[src/common/socket_pkg.sv]
/* Single-beat, full-width transfers only. AXI data width equals memory data width,
   ID carries the requester tag plus one source bit in the MSB */

package socket_pkg;

    ////////////////////////////////////////
    // Widths and limits
    ////////////////////////////////////////

    localparam int ADDR_W      = 32;
    localparam int DATA_W      = 64;
    localparam int BYTEEN_W    = DATA_W / 8;
    localparam int TAG_W       = 4;
    localparam int ID_W        = TAG_W + 1;
    localparam int MAX_PENDING = 8;
    localparam int CNT_W       = $clog2(MAX_PENDING + 1);

    typedef logic [ADDR_W-1:0]   mem_addr_t;
    typedef logic [DATA_W-1:0]   mem_data_t;
    typedef logic [BYTEEN_W-1:0] mem_byteen_t;
    typedef logic [TAG_W-1:0]    mem_tag_t;
    typedef logic [ID_W-1:0]     axi_id_t;
    typedef logic [CNT_W-1:0]    pend_cnt_t;

    ////////////////////////////////////////
    // Requester side
    ////////////////////////////////////////

    typedef struct packed {
        mem_addr_t addr;
        mem_tag_t  tag;
    } rd_req_t;

    typedef struct packed {
        logic        rw;
        mem_addr_t   addr;
        mem_byteen_t byteen;
        mem_data_t   data;
        mem_tag_t    tag;
    } mem_req_t;

    typedef struct packed {
        mem_data_t data;
        mem_tag_t  tag;
    } mem_rsp_t;

    ////////////////////////////////////////
    // AXI channels
    ////////////////////////////////////////

    // Shared by AR and AW
    typedef struct packed {
        mem_addr_t addr;
        axi_id_t   id;
    } axi_addr_t;

    typedef struct packed {
        mem_data_t   data;
        mem_byteen_t strb;
    } axi_w_t;

    typedef struct packed {
        mem_data_t data;
        axi_id_t   id;
    } axi_r_t;

    typedef struct packed {
        axi_id_t id;
    } axi_b_t;

endpackage

[src/mem_bridge/mem_read_channel.sv]
/* Request to AR and R to response are combinational. At most MAX_PENDING
   reads in flight; R beats must carry the ID that was issued on AR */

`timescale 1ns/1ns

module mem_read_channel (
    input  logic                 clk,
    input  logic                 rst,

    input  logic                 req_valid,
    input  socket_pkg::rd_req_t  req,
    output logic                 req_ready,

    output logic                 ar_valid,
    output socket_pkg::axi_addr_t ar,
    input  logic                 ar_ready,

    input  logic                 r_valid,
    input  socket_pkg::axi_r_t   r,
    output logic                 r_ready,

    output logic                 rsp_valid,
    output socket_pkg::mem_rsp_t rsp,
    input  logic                 rsp_ready,

    output logic                 busy
);

    import socket_pkg::*;

    pend_cnt_t pend_cnt;
    logic      pend_full;
    logic      ar_fire;
    logic      rsp_fire;

    assign pend_full = (pend_cnt == pend_cnt_t'(MAX_PENDING));

    // Request side
    assign ar_valid  = req_valid && !pend_full;
    assign ar.addr   = req.addr;
    assign ar.id     = axi_id_t'(req.tag);
    assign req_ready = ar_ready && !pend_full;

    // Response side, tag comes back in the low ID bits
    assign rsp_valid = r_valid;
    assign rsp.data  = r.data;
    assign rsp.tag   = r.id[TAG_W-1:0];
    assign r_ready   = rsp_ready;

    assign ar_fire  = ar_valid && ar_ready;
    assign rsp_fire = r_valid && rsp_ready;

    always_ff @(posedge clk) begin
        if (rst) begin
            pend_cnt <= '0;
        end else if (ar_fire && !rsp_fire) begin
            pend_cnt <= pend_cnt + 1'b1;
        end else if (rsp_fire && !ar_fire) begin
            pend_cnt <= pend_cnt - 1'b1;
        end
    end

    assign busy = (pend_cnt != '0);

endmodule

[src/mem_bridge/dcache_axi_bridge.sv]
/* Writes raise AW and W together; each is sent once and the request retires
   when the later one completes. B only retires the write count */

`timescale 1ns/1ns

module dcache_axi_bridge (
    input  logic                  clk,
    input  logic                  rst,

    input  logic                  req_valid,
    input  socket_pkg::mem_req_t  req,
    output logic                  req_ready,

    output logic                  ar_valid,
    output socket_pkg::axi_addr_t ar,
    input  logic                  ar_ready,

    input  logic                  r_valid,
    input  socket_pkg::axi_r_t    r,
    output logic                  r_ready,

    output logic                  rsp_valid,
    output socket_pkg::mem_rsp_t  rsp,
    input  logic                  rsp_ready,

    output logic                  aw_valid,
    output socket_pkg::axi_addr_t aw,
    input  logic                  aw_ready,

    output logic                  w_valid,
    output socket_pkg::axi_w_t    w,
    input  logic                  w_ready,

    input  logic                  b_valid,
    input  socket_pkg::axi_b_t    b,
    output logic                  b_ready,

    output logic                  busy
);

    import socket_pkg::*;

    rd_req_t   rd_req;
    logic      rd_valid;
    logic      rd_ready;
    logic      rd_busy;

    logic      wr_req;
    logic      aw_done;
    logic      w_done;
    logic      aw_ok;
    logic      w_ok;
    logic      wr_accept;
    logic      wr_full;
    pend_cnt_t wr_cnt;

    ////////////////////////////////////////
    // Read path
    ////////////////////////////////////////

    assign rd_valid    = req_valid && !req.rw;
    assign rd_req.addr = req.addr;
    assign rd_req.tag  = req.tag;

    mem_read_channel u_rd_chan (
        .clk       (clk),
        .rst       (rst),
        .req_valid (rd_valid),
        .req       (rd_req),
        .req_ready (rd_ready),
        .ar_valid  (ar_valid),
        .ar        (ar),
        .ar_ready  (ar_ready),
        .r_valid   (r_valid),
        .r         (r),
        .r_ready   (r_ready),
        .rsp_valid (rsp_valid),
        .rsp       (rsp),
        .rsp_ready (rsp_ready),
        .busy      (rd_busy)
    );

    ////////////////////////////////////////
    // Write path
    ////////////////////////////////////////

    assign wr_req  = req_valid && req.rw;
    assign wr_full = (wr_cnt == pend_cnt_t'(MAX_PENDING));

    assign aw_valid = wr_req && !wr_full && !aw_done;
    assign w_valid  = wr_req && !wr_full && !w_done;

    // Write IDs carry the data-side source bit
    assign aw.addr = req.addr;
    assign aw.id   = {1'b1, req.tag};
    assign w.data  = req.data;
    assign w.strb  = req.byteen;

    assign aw_ok     = aw_done || (aw_valid && aw_ready);
    assign w_ok      = w_done || (w_valid && w_ready);
    assign wr_accept = wr_req && !wr_full && aw_ok && w_ok;

    assign req_ready = req.rw ? (!wr_full && aw_ok && w_ok) : rd_ready;

    always_ff @(posedge clk) begin
        if (rst) begin
            aw_done <= 1'b0;
            w_done  <= 1'b0;
        end else if (wr_accept) begin
            aw_done <= 1'b0;
            w_done  <= 1'b0;
        end else begin
            aw_done <= aw_ok;
            w_done  <= w_ok;
        end
    end

    assign b_ready = 1'b1;

    always_ff @(posedge clk) begin
        if (rst) begin
            wr_cnt <= '0;
        end else if (wr_accept && !b_valid) begin
            wr_cnt <= wr_cnt + 1'b1;
        end else if (b_valid && !wr_accept) begin
            wr_cnt <= wr_cnt - 1'b1;
        end
    end

    assign busy = (wr_cnt != '0) || rd_busy;

endmodule

[src/verilog/axi_read_arb.sv]
/* Fixed priority to the instruction side; a stalled AR keeps its grant.
   Source bit lives in the ID MSB and is cleared on the way back */

`timescale 1ns/1ns

module axi_read_arb (
    input  logic                  clk,
    input  logic                  rst,

    input  logic                  ic_ar_valid,
    input  socket_pkg::axi_addr_t ic_ar,
    output logic                  ic_ar_ready,

    input  logic                  dc_ar_valid,
    input  socket_pkg::axi_addr_t dc_ar,
    output logic                  dc_ar_ready,

    output logic                  ar_valid,
    output socket_pkg::axi_addr_t ar,
    input  logic                  ar_ready,

    input  logic                  r_valid,
    input  socket_pkg::axi_r_t    r,
    output logic                  r_ready,

    output logic                  ic_r_valid,
    output socket_pkg::axi_r_t    ic_r,
    input  logic                  ic_r_ready,

    output logic                  dc_r_valid,
    output socket_pkg::axi_r_t    dc_r,
    input  logic                  dc_r_ready
);

    import socket_pkg::*;

    logic    locked;
    logic    lock_sel;
    logic    sel;
    axi_id_t src_id;
    logic    r_src;
    axi_r_t  r_clr;

    ////////////////////////////////////////
    // AR grant
    ////////////////////////////////////////

    // 0 selects instruction, 1 selects data
    assign sel = locked ? lock_sel : (!ic_ar_valid && dc_ar_valid);

    always_ff @(posedge clk) begin
        if (rst) begin
            locked   <= 1'b0;
            lock_sel <= 1'b0;
        end else if (ar_valid && !ar_ready) begin
            locked   <= 1'b1;
            lock_sel <= sel;
        end else if (ar_valid && ar_ready) begin
            locked   <= 1'b0;
        end
    end

    assign src_id   = sel ? dc_ar.id : ic_ar.id;
    assign ar_valid = sel ? dc_ar_valid : ic_ar_valid;
    assign ar.addr  = sel ? dc_ar.addr : ic_ar.addr;
    assign ar.id    = {sel, src_id[ID_W-2:0]};

    assign ic_ar_ready = !sel && ar_ready;
    assign dc_ar_ready = sel && ar_ready;

    ////////////////////////////////////////
    // R return
    ////////////////////////////////////////

    assign r_src      = r.id[ID_W-1];
    assign r_clr.data = r.data;
    assign r_clr.id   = {1'b0, r.id[ID_W-2:0]};

    assign ic_r_valid = r_valid && !r_src;
    assign dc_r_valid = r_valid && r_src;
    assign ic_r       = r_clr;
    assign dc_r       = r_clr;
    assign r_ready    = r_src ? dc_r_ready : ic_r_ready;

endmodule

[src/verilog/socket_mem_top.sv]
/* One AXI bank shared by the instruction and data requesters. Busy stays
   high while any AR or write is outstanding */

`timescale 1ns/1ns

module socket_mem_top (
    input  logic                  clk,
    input  logic                  rst,

    input  logic                  icache_req_valid,
    input  socket_pkg::rd_req_t   icache_req,
    output logic                  icache_req_ready,
    output logic                  icache_rsp_valid,
    output socket_pkg::mem_rsp_t  icache_rsp,
    input  logic                  icache_rsp_ready,

    input  logic                  dcache_req_valid,
    input  socket_pkg::mem_req_t  dcache_req,
    output logic                  dcache_req_ready,
    output logic                  dcache_rsp_valid,
    output socket_pkg::mem_rsp_t  dcache_rsp,
    input  logic                  dcache_rsp_ready,

    output logic                  m_axi_arvalid,
    output socket_pkg::axi_addr_t m_axi_ar,
    input  logic                  m_axi_arready,
    input  logic                  m_axi_rvalid,
    input  socket_pkg::axi_r_t    m_axi_r,
    output logic                  m_axi_rready,

    output logic                  m_axi_awvalid,
    output socket_pkg::axi_addr_t m_axi_aw,
    input  logic                  m_axi_awready,
    output logic                  m_axi_wvalid,
    output socket_pkg::axi_w_t    m_axi_w,
    input  logic                  m_axi_wready,
    input  logic                  m_axi_bvalid,
    input  socket_pkg::axi_b_t    m_axi_b,
    output logic                  m_axi_bready,

    output logic                  busy
);

    import socket_pkg::*;

    logic      ic_ar_valid;
    axi_addr_t ic_ar;
    logic      ic_ar_ready;
    logic      ic_r_valid;
    axi_r_t    ic_r;
    logic      ic_r_ready;
    logic      ic_busy;

    logic      dc_ar_valid;
    axi_addr_t dc_ar;
    logic      dc_ar_ready;
    logic      dc_r_valid;
    axi_r_t    dc_r;
    logic      dc_r_ready;
    logic      dc_busy;

    ////////////////////////////////////////
    // Instruction side
    ////////////////////////////////////////

    mem_read_channel u_icache_rd (
        .clk       (clk),
        .rst       (rst),
        .req_valid (icache_req_valid),
        .req       (icache_req),
        .req_ready (icache_req_ready),
        .ar_valid  (ic_ar_valid),
        .ar        (ic_ar),
        .ar_ready  (ic_ar_ready),
        .r_valid   (ic_r_valid),
        .r         (ic_r),
        .r_ready   (ic_r_ready),
        .rsp_valid (icache_rsp_valid),
        .rsp       (icache_rsp),
        .rsp_ready (icache_rsp_ready),
        .busy      (ic_busy)
    );

    ////////////////////////////////////////
    // Data side, writes go straight out
    ////////////////////////////////////////

    dcache_axi_bridge u_dcache_bridge (
        .clk       (clk),
        .rst       (rst),
        .req_valid (dcache_req_valid),
        .req       (dcache_req),
        .req_ready (dcache_req_ready),
        .ar_valid  (dc_ar_valid),
        .ar        (dc_ar),
        .ar_ready  (dc_ar_ready),
        .r_valid   (dc_r_valid),
        .r         (dc_r),
        .r_ready   (dc_r_ready),
        .rsp_valid (dcache_rsp_valid),
        .rsp       (dcache_rsp),
        .rsp_ready (dcache_rsp_ready),
        .aw_valid  (m_axi_awvalid),
        .aw        (m_axi_aw),
        .aw_ready  (m_axi_awready),
        .w_valid   (m_axi_wvalid),
        .w         (m_axi_w),
        .w_ready   (m_axi_wready),
        .b_valid   (m_axi_bvalid),
        .b         (m_axi_b),
        .b_ready   (m_axi_bready),
        .busy      (dc_busy)
    );

    axi_read_arb u_read_arb (
        .clk         (clk),
        .rst         (rst),
        .ic_ar_valid (ic_ar_valid),
        .ic_ar       (ic_ar),
        .ic_ar_ready (ic_ar_ready),
        .dc_ar_valid (dc_ar_valid),
        .dc_ar       (dc_ar),
        .dc_ar_ready (dc_ar_ready),
        .ar_valid    (m_axi_arvalid),
        .ar          (m_axi_ar),
        .ar_ready    (m_axi_arready),
        .r_valid     (m_axi_rvalid),
        .r           (m_axi_r),
        .r_ready     (m_axi_rready),
        .ic_r_valid  (ic_r_valid),
        .ic_r        (ic_r),
        .ic_r_ready  (ic_r_ready),
        .dc_r_valid  (dc_r_valid),
        .dc_r        (dc_r),
        .dc_r_ready  (dc_r_ready)
    );

    // Both inputs come from registered counters
    assign busy = ic_busy | dc_busy;

endmodule

[config.mk]
export PLATFORM = sky130hd
export DESIGN_NAME = socket_mem_top
export DESIGN_NICKNAME = d
export VERILOG_FILES = /design/src/common/socket_pkg.sv /design/src/mem_bridge/mem_read_channel.sv /design/src/mem_bridge/dcache_axi_bridge.sv /design/src/verilog/axi_read_arb.sv /design/src/verilog/socket_mem_top.sv
export SDC_FILE = /design/constraint.sdc
export NUM_CORES = 1
export LEC_CHECK = 0
export BUFFER_PORTS_ARGS = -buffer_cell sky130_fd_sc_hd__buf_2
export CORE_AREA = 2 2 203 205
export DETAILED_ROUTE_END_ITERATION = 8
export DIE_AREA = 0 0 205 207
export PLACE_DENSITY = 0.37
export SKIP_CTS_REPAIR_TIMING = 1
export SLEW_MARGIN = 10
export SYNTH_ARGS = -nofsm -noshare
export SYNTH_HDL_FRONTEND = slang
export SYNTH_SLANG_ARGS = --single-unit
[constraint.sdc]
create_clock -name clk -period 3.5 [get_ports clk]
set_input_delay 0.525 -clock clk [delete_from_list [all_inputs] [get_ports clk]]
set_output_delay 0.525 -clock clk [all_outputs]
set_load 0.01 [all_outputs]
==> metrics <==
status finished clean; DR pass1 iterations 4; Req. time, crit path a little under 3 ns; Setup-failing EPs final 0; Post-Syn Area ~3500 sq um; Mapped Cells approximately 420; most frequent cells after synthesis buf_4 (247), mux2_2 (37), nor2_1 (25); CP cell instances or4b_4 -> a32oi_4 -> buf_4 -> mux2_2 -> buf_2; Max transition margin 0.598; Leak approximately 0.0013 uW; Worst-path clk slew ~0.050 ns; Starting Density 0.0857; Core Area 40400 sq um; Die W 205 um; DRT Wirelength roughly 11000 um; fin crit share 0.914; I/O pin total about 520; Layout Nets slightly below 600; Worst path max stage delay ~0.60 ns; gr ovfl total 0; top post-synthesis cells by area buf_4 (54%), mux2_2 (12%), dfxtp_1 (9.3%); worst min-delay path category reg2reg; Synth warnings 0; HP Start u_dcache_bridge.wr_cnt[2]; total negative slack 0 ns; Slew Limit Fails 0; most common cell in the netlist buf_4; Syn Area/Cell slightly above 8 sq um; Seq/Total Area, Yosys 0.0926; TritonCTS buffer count 3; kind of critical path reg2out; Unique masters post-synth 37; Die ar. ~42000 sq um; Critical Path End Type output pin; CTS sink count 16; Power Total approximately 910 uW; fmax 313 MHz; number of vias per cell between 2 and 3; unrepaired setup endpoints after global routing no; hold worst-path end u_dcache_bridge.wr_cnt[2]; number of synthesized flops with an enable pin 0; deepest clock path buffer count 2; Routed Antenna Nets 0; worst r2r path cells 10; Initial DRC Count 76; Max Cap Viol 0; final worst path period need 3.20 ns; area leader, netlist buf_4; GRT Resource Usage Total 0.0443; # DRC 0; Die Ht between 200 and 250 um; Yosys reg bits 16; initial antenna violation count 1; Main synth FF type dfxtp_1; Port Buf Inserts 166; worst-margin pin slew ~0.6 ns; worst r2r dst u_icache_rd.pend_cnt[3]; Hold Vio Cnt, Final 0; share of cells above drive strength 1 0.639; gpl congestion between 0.6 and 0.7; Slowest-stage cell, CP or4b_4; Placed Cells slightly below 900; RR Startpoint u_dcache_bridge.u_rd_chan.pend_cnt[0]; Synth async-reset ratio 0; CP startpoint kind flop; Worst Path Arrival ~2.7 ns; vias about 2200; maximum vdd drop roughly 0.15 mV; PD cells slightly below 300 nW/um^2; # rows 74; Yosys top cell area share 0.536; largest net degree at the start of global routing 39; worst skew pair latency ~0.25 ns; Min-Delay Path Depth 2; FF-to-FF setup slack roughly 0.48 ns; Setup Skew 0.00189 ns; vias in the first global route 2104; global-route wire length before repair 13800 um; H-tree depth 1; CTS tree built; Finished Layout Cells ~870; area delta synth->final -9.22%; Routed wire per std cell around 12 um; clk root buf clkbuf_16; Post-DP HPWL between 8000 and 9000 um; Critical Path Fanout Max 39
==> flip-flops by register name, summed over array words and instances (netlist names) <==
name,flops
u_read_arb.locked,1
u_dcache_bridge.u_rd_chan.pend_cnt,4
u_dcache_bridge.w_done,1
u_dcache_bridge.wr_cnt,4
u_read_arb.lock_sel,1
u_icache_rd.pend_cnt,4
u_dcache_bridge.aw_done,1
==> layer usage <==
| metal | part of all wire | GRT usage | up-vias | wire length, um |
|---|---|---|---|---|
| met1 | 0.35 | 0.0462 | 939 | 3660 |
| li1 | - | - | 958 | - |
| met3 | 0.15 | 0.0253 | 92 | 1600 |
| met4 | 0.096 | 0.0394 | 0 | 1010 |
| met2 | 0.40 | 0.0629 | 212 | 4250 |
| met5 | 0 | 0 | - | 0 |
==> worst max path at each step <==
stage                                                startpoint                 endpoint  depth (start not counted)  slack (ns)
after global routing      u_dcache_bridge.u_rd_chan.pend_cnt[0]             m_axi_ar[36]                          5        0.19
after floorplan           u_dcache_bridge.u_rd_chan.pend_cnt[0]  u_icache_rd.pend_cnt[3]                         11        0.47
after detailed placement  u_dcache_bridge.u_rd_chan.pend_cnt[0]             m_axi_ar[36]                          5        0.49
final                     u_dcache_bridge.u_rd_chan.pend_cnt[0]             m_axi_ar[31]                          5        0.30
after global placement    u_dcache_bridge.u_rd_chan.pend_cnt[0]  u_icache_rd.pend_cnt[3]                         10        0.50
after CTS                 u_dcache_bridge.u_rd_chan.pend_cnt[0]             m_axi_ar[36]                          5        0.22
==> where the power goes <==
group | internal [uW] | switching (uW)
sequential | 208 | 33.3
clock | 174 | 81.4
combinational | 206 | 209
total | 587 | 324
==> cell type report <==
cell class	instances	area, sq um
Fill cell	4753	37200
Multi-Input combinational cell	145	1200
Timing Repair Buffer	167	838
Tap cell	532	666
Sequential cell	16	320
Clock buffer	4	88.8
Inverter	6	22.5
Antenna cell	1	2.50
==> critical path: cells and delay by family (launching register included) <==
| family | cells | cell delay (ns) |
|---|---|---|
| multiplexers | 1 | 0.44 |
| flip-flops | 1 | 0.37 |
| AND/OR/NAND/NOR | 1 | 0.60 |
| buffers and inverters | 2 | 0.64 |
| AO/OA/AOI/OAI | 1 | 0.29 |
==> cell families after synthesis <==
kind of cell | share of synthesized area
buffers and inverters | 0.561
AND/OR/NAND/NOR | 0.0919
multiplexers | 0.142
AO/OA/AOI/OAI | 0.0463
flip-flops | 0.0926
adder cells (fa/ha/maj) | 0.0499
XOR/XNOR | 0.0152
other | 0.00108
==> placed cells by master (no fill, tap or decap), types with 4 or more instances in the layout <==
cell	count
nor2_1	25
inv_1	6
nor3_1	9
dfxtp_1	16
ha_1	9
buf_2	166
mux2_2	37
nand3_1	5
a21oi_1	11
nor2b_1	4
==> through the flow <==
step / util / setup WS (ns) / hold WS, ns / instance area, sq um
after global routing: 0.0777 / 0.194 / 0.592 / 3140
after CTS: 0.0777 / 0.219 / 0.558 / 3140
after global placement: 0.0755 / 0.499 / 0.539 / 3050
final: 0.0778 / 0.303 / 0.553 / 3140
after floorplan: - / 0.468 / 0.502 / 3460
after detailed placement: 0.0755 / 0.488 / 0.544 / 3050
Note: power is estimated with default switching activity, not from simulation.
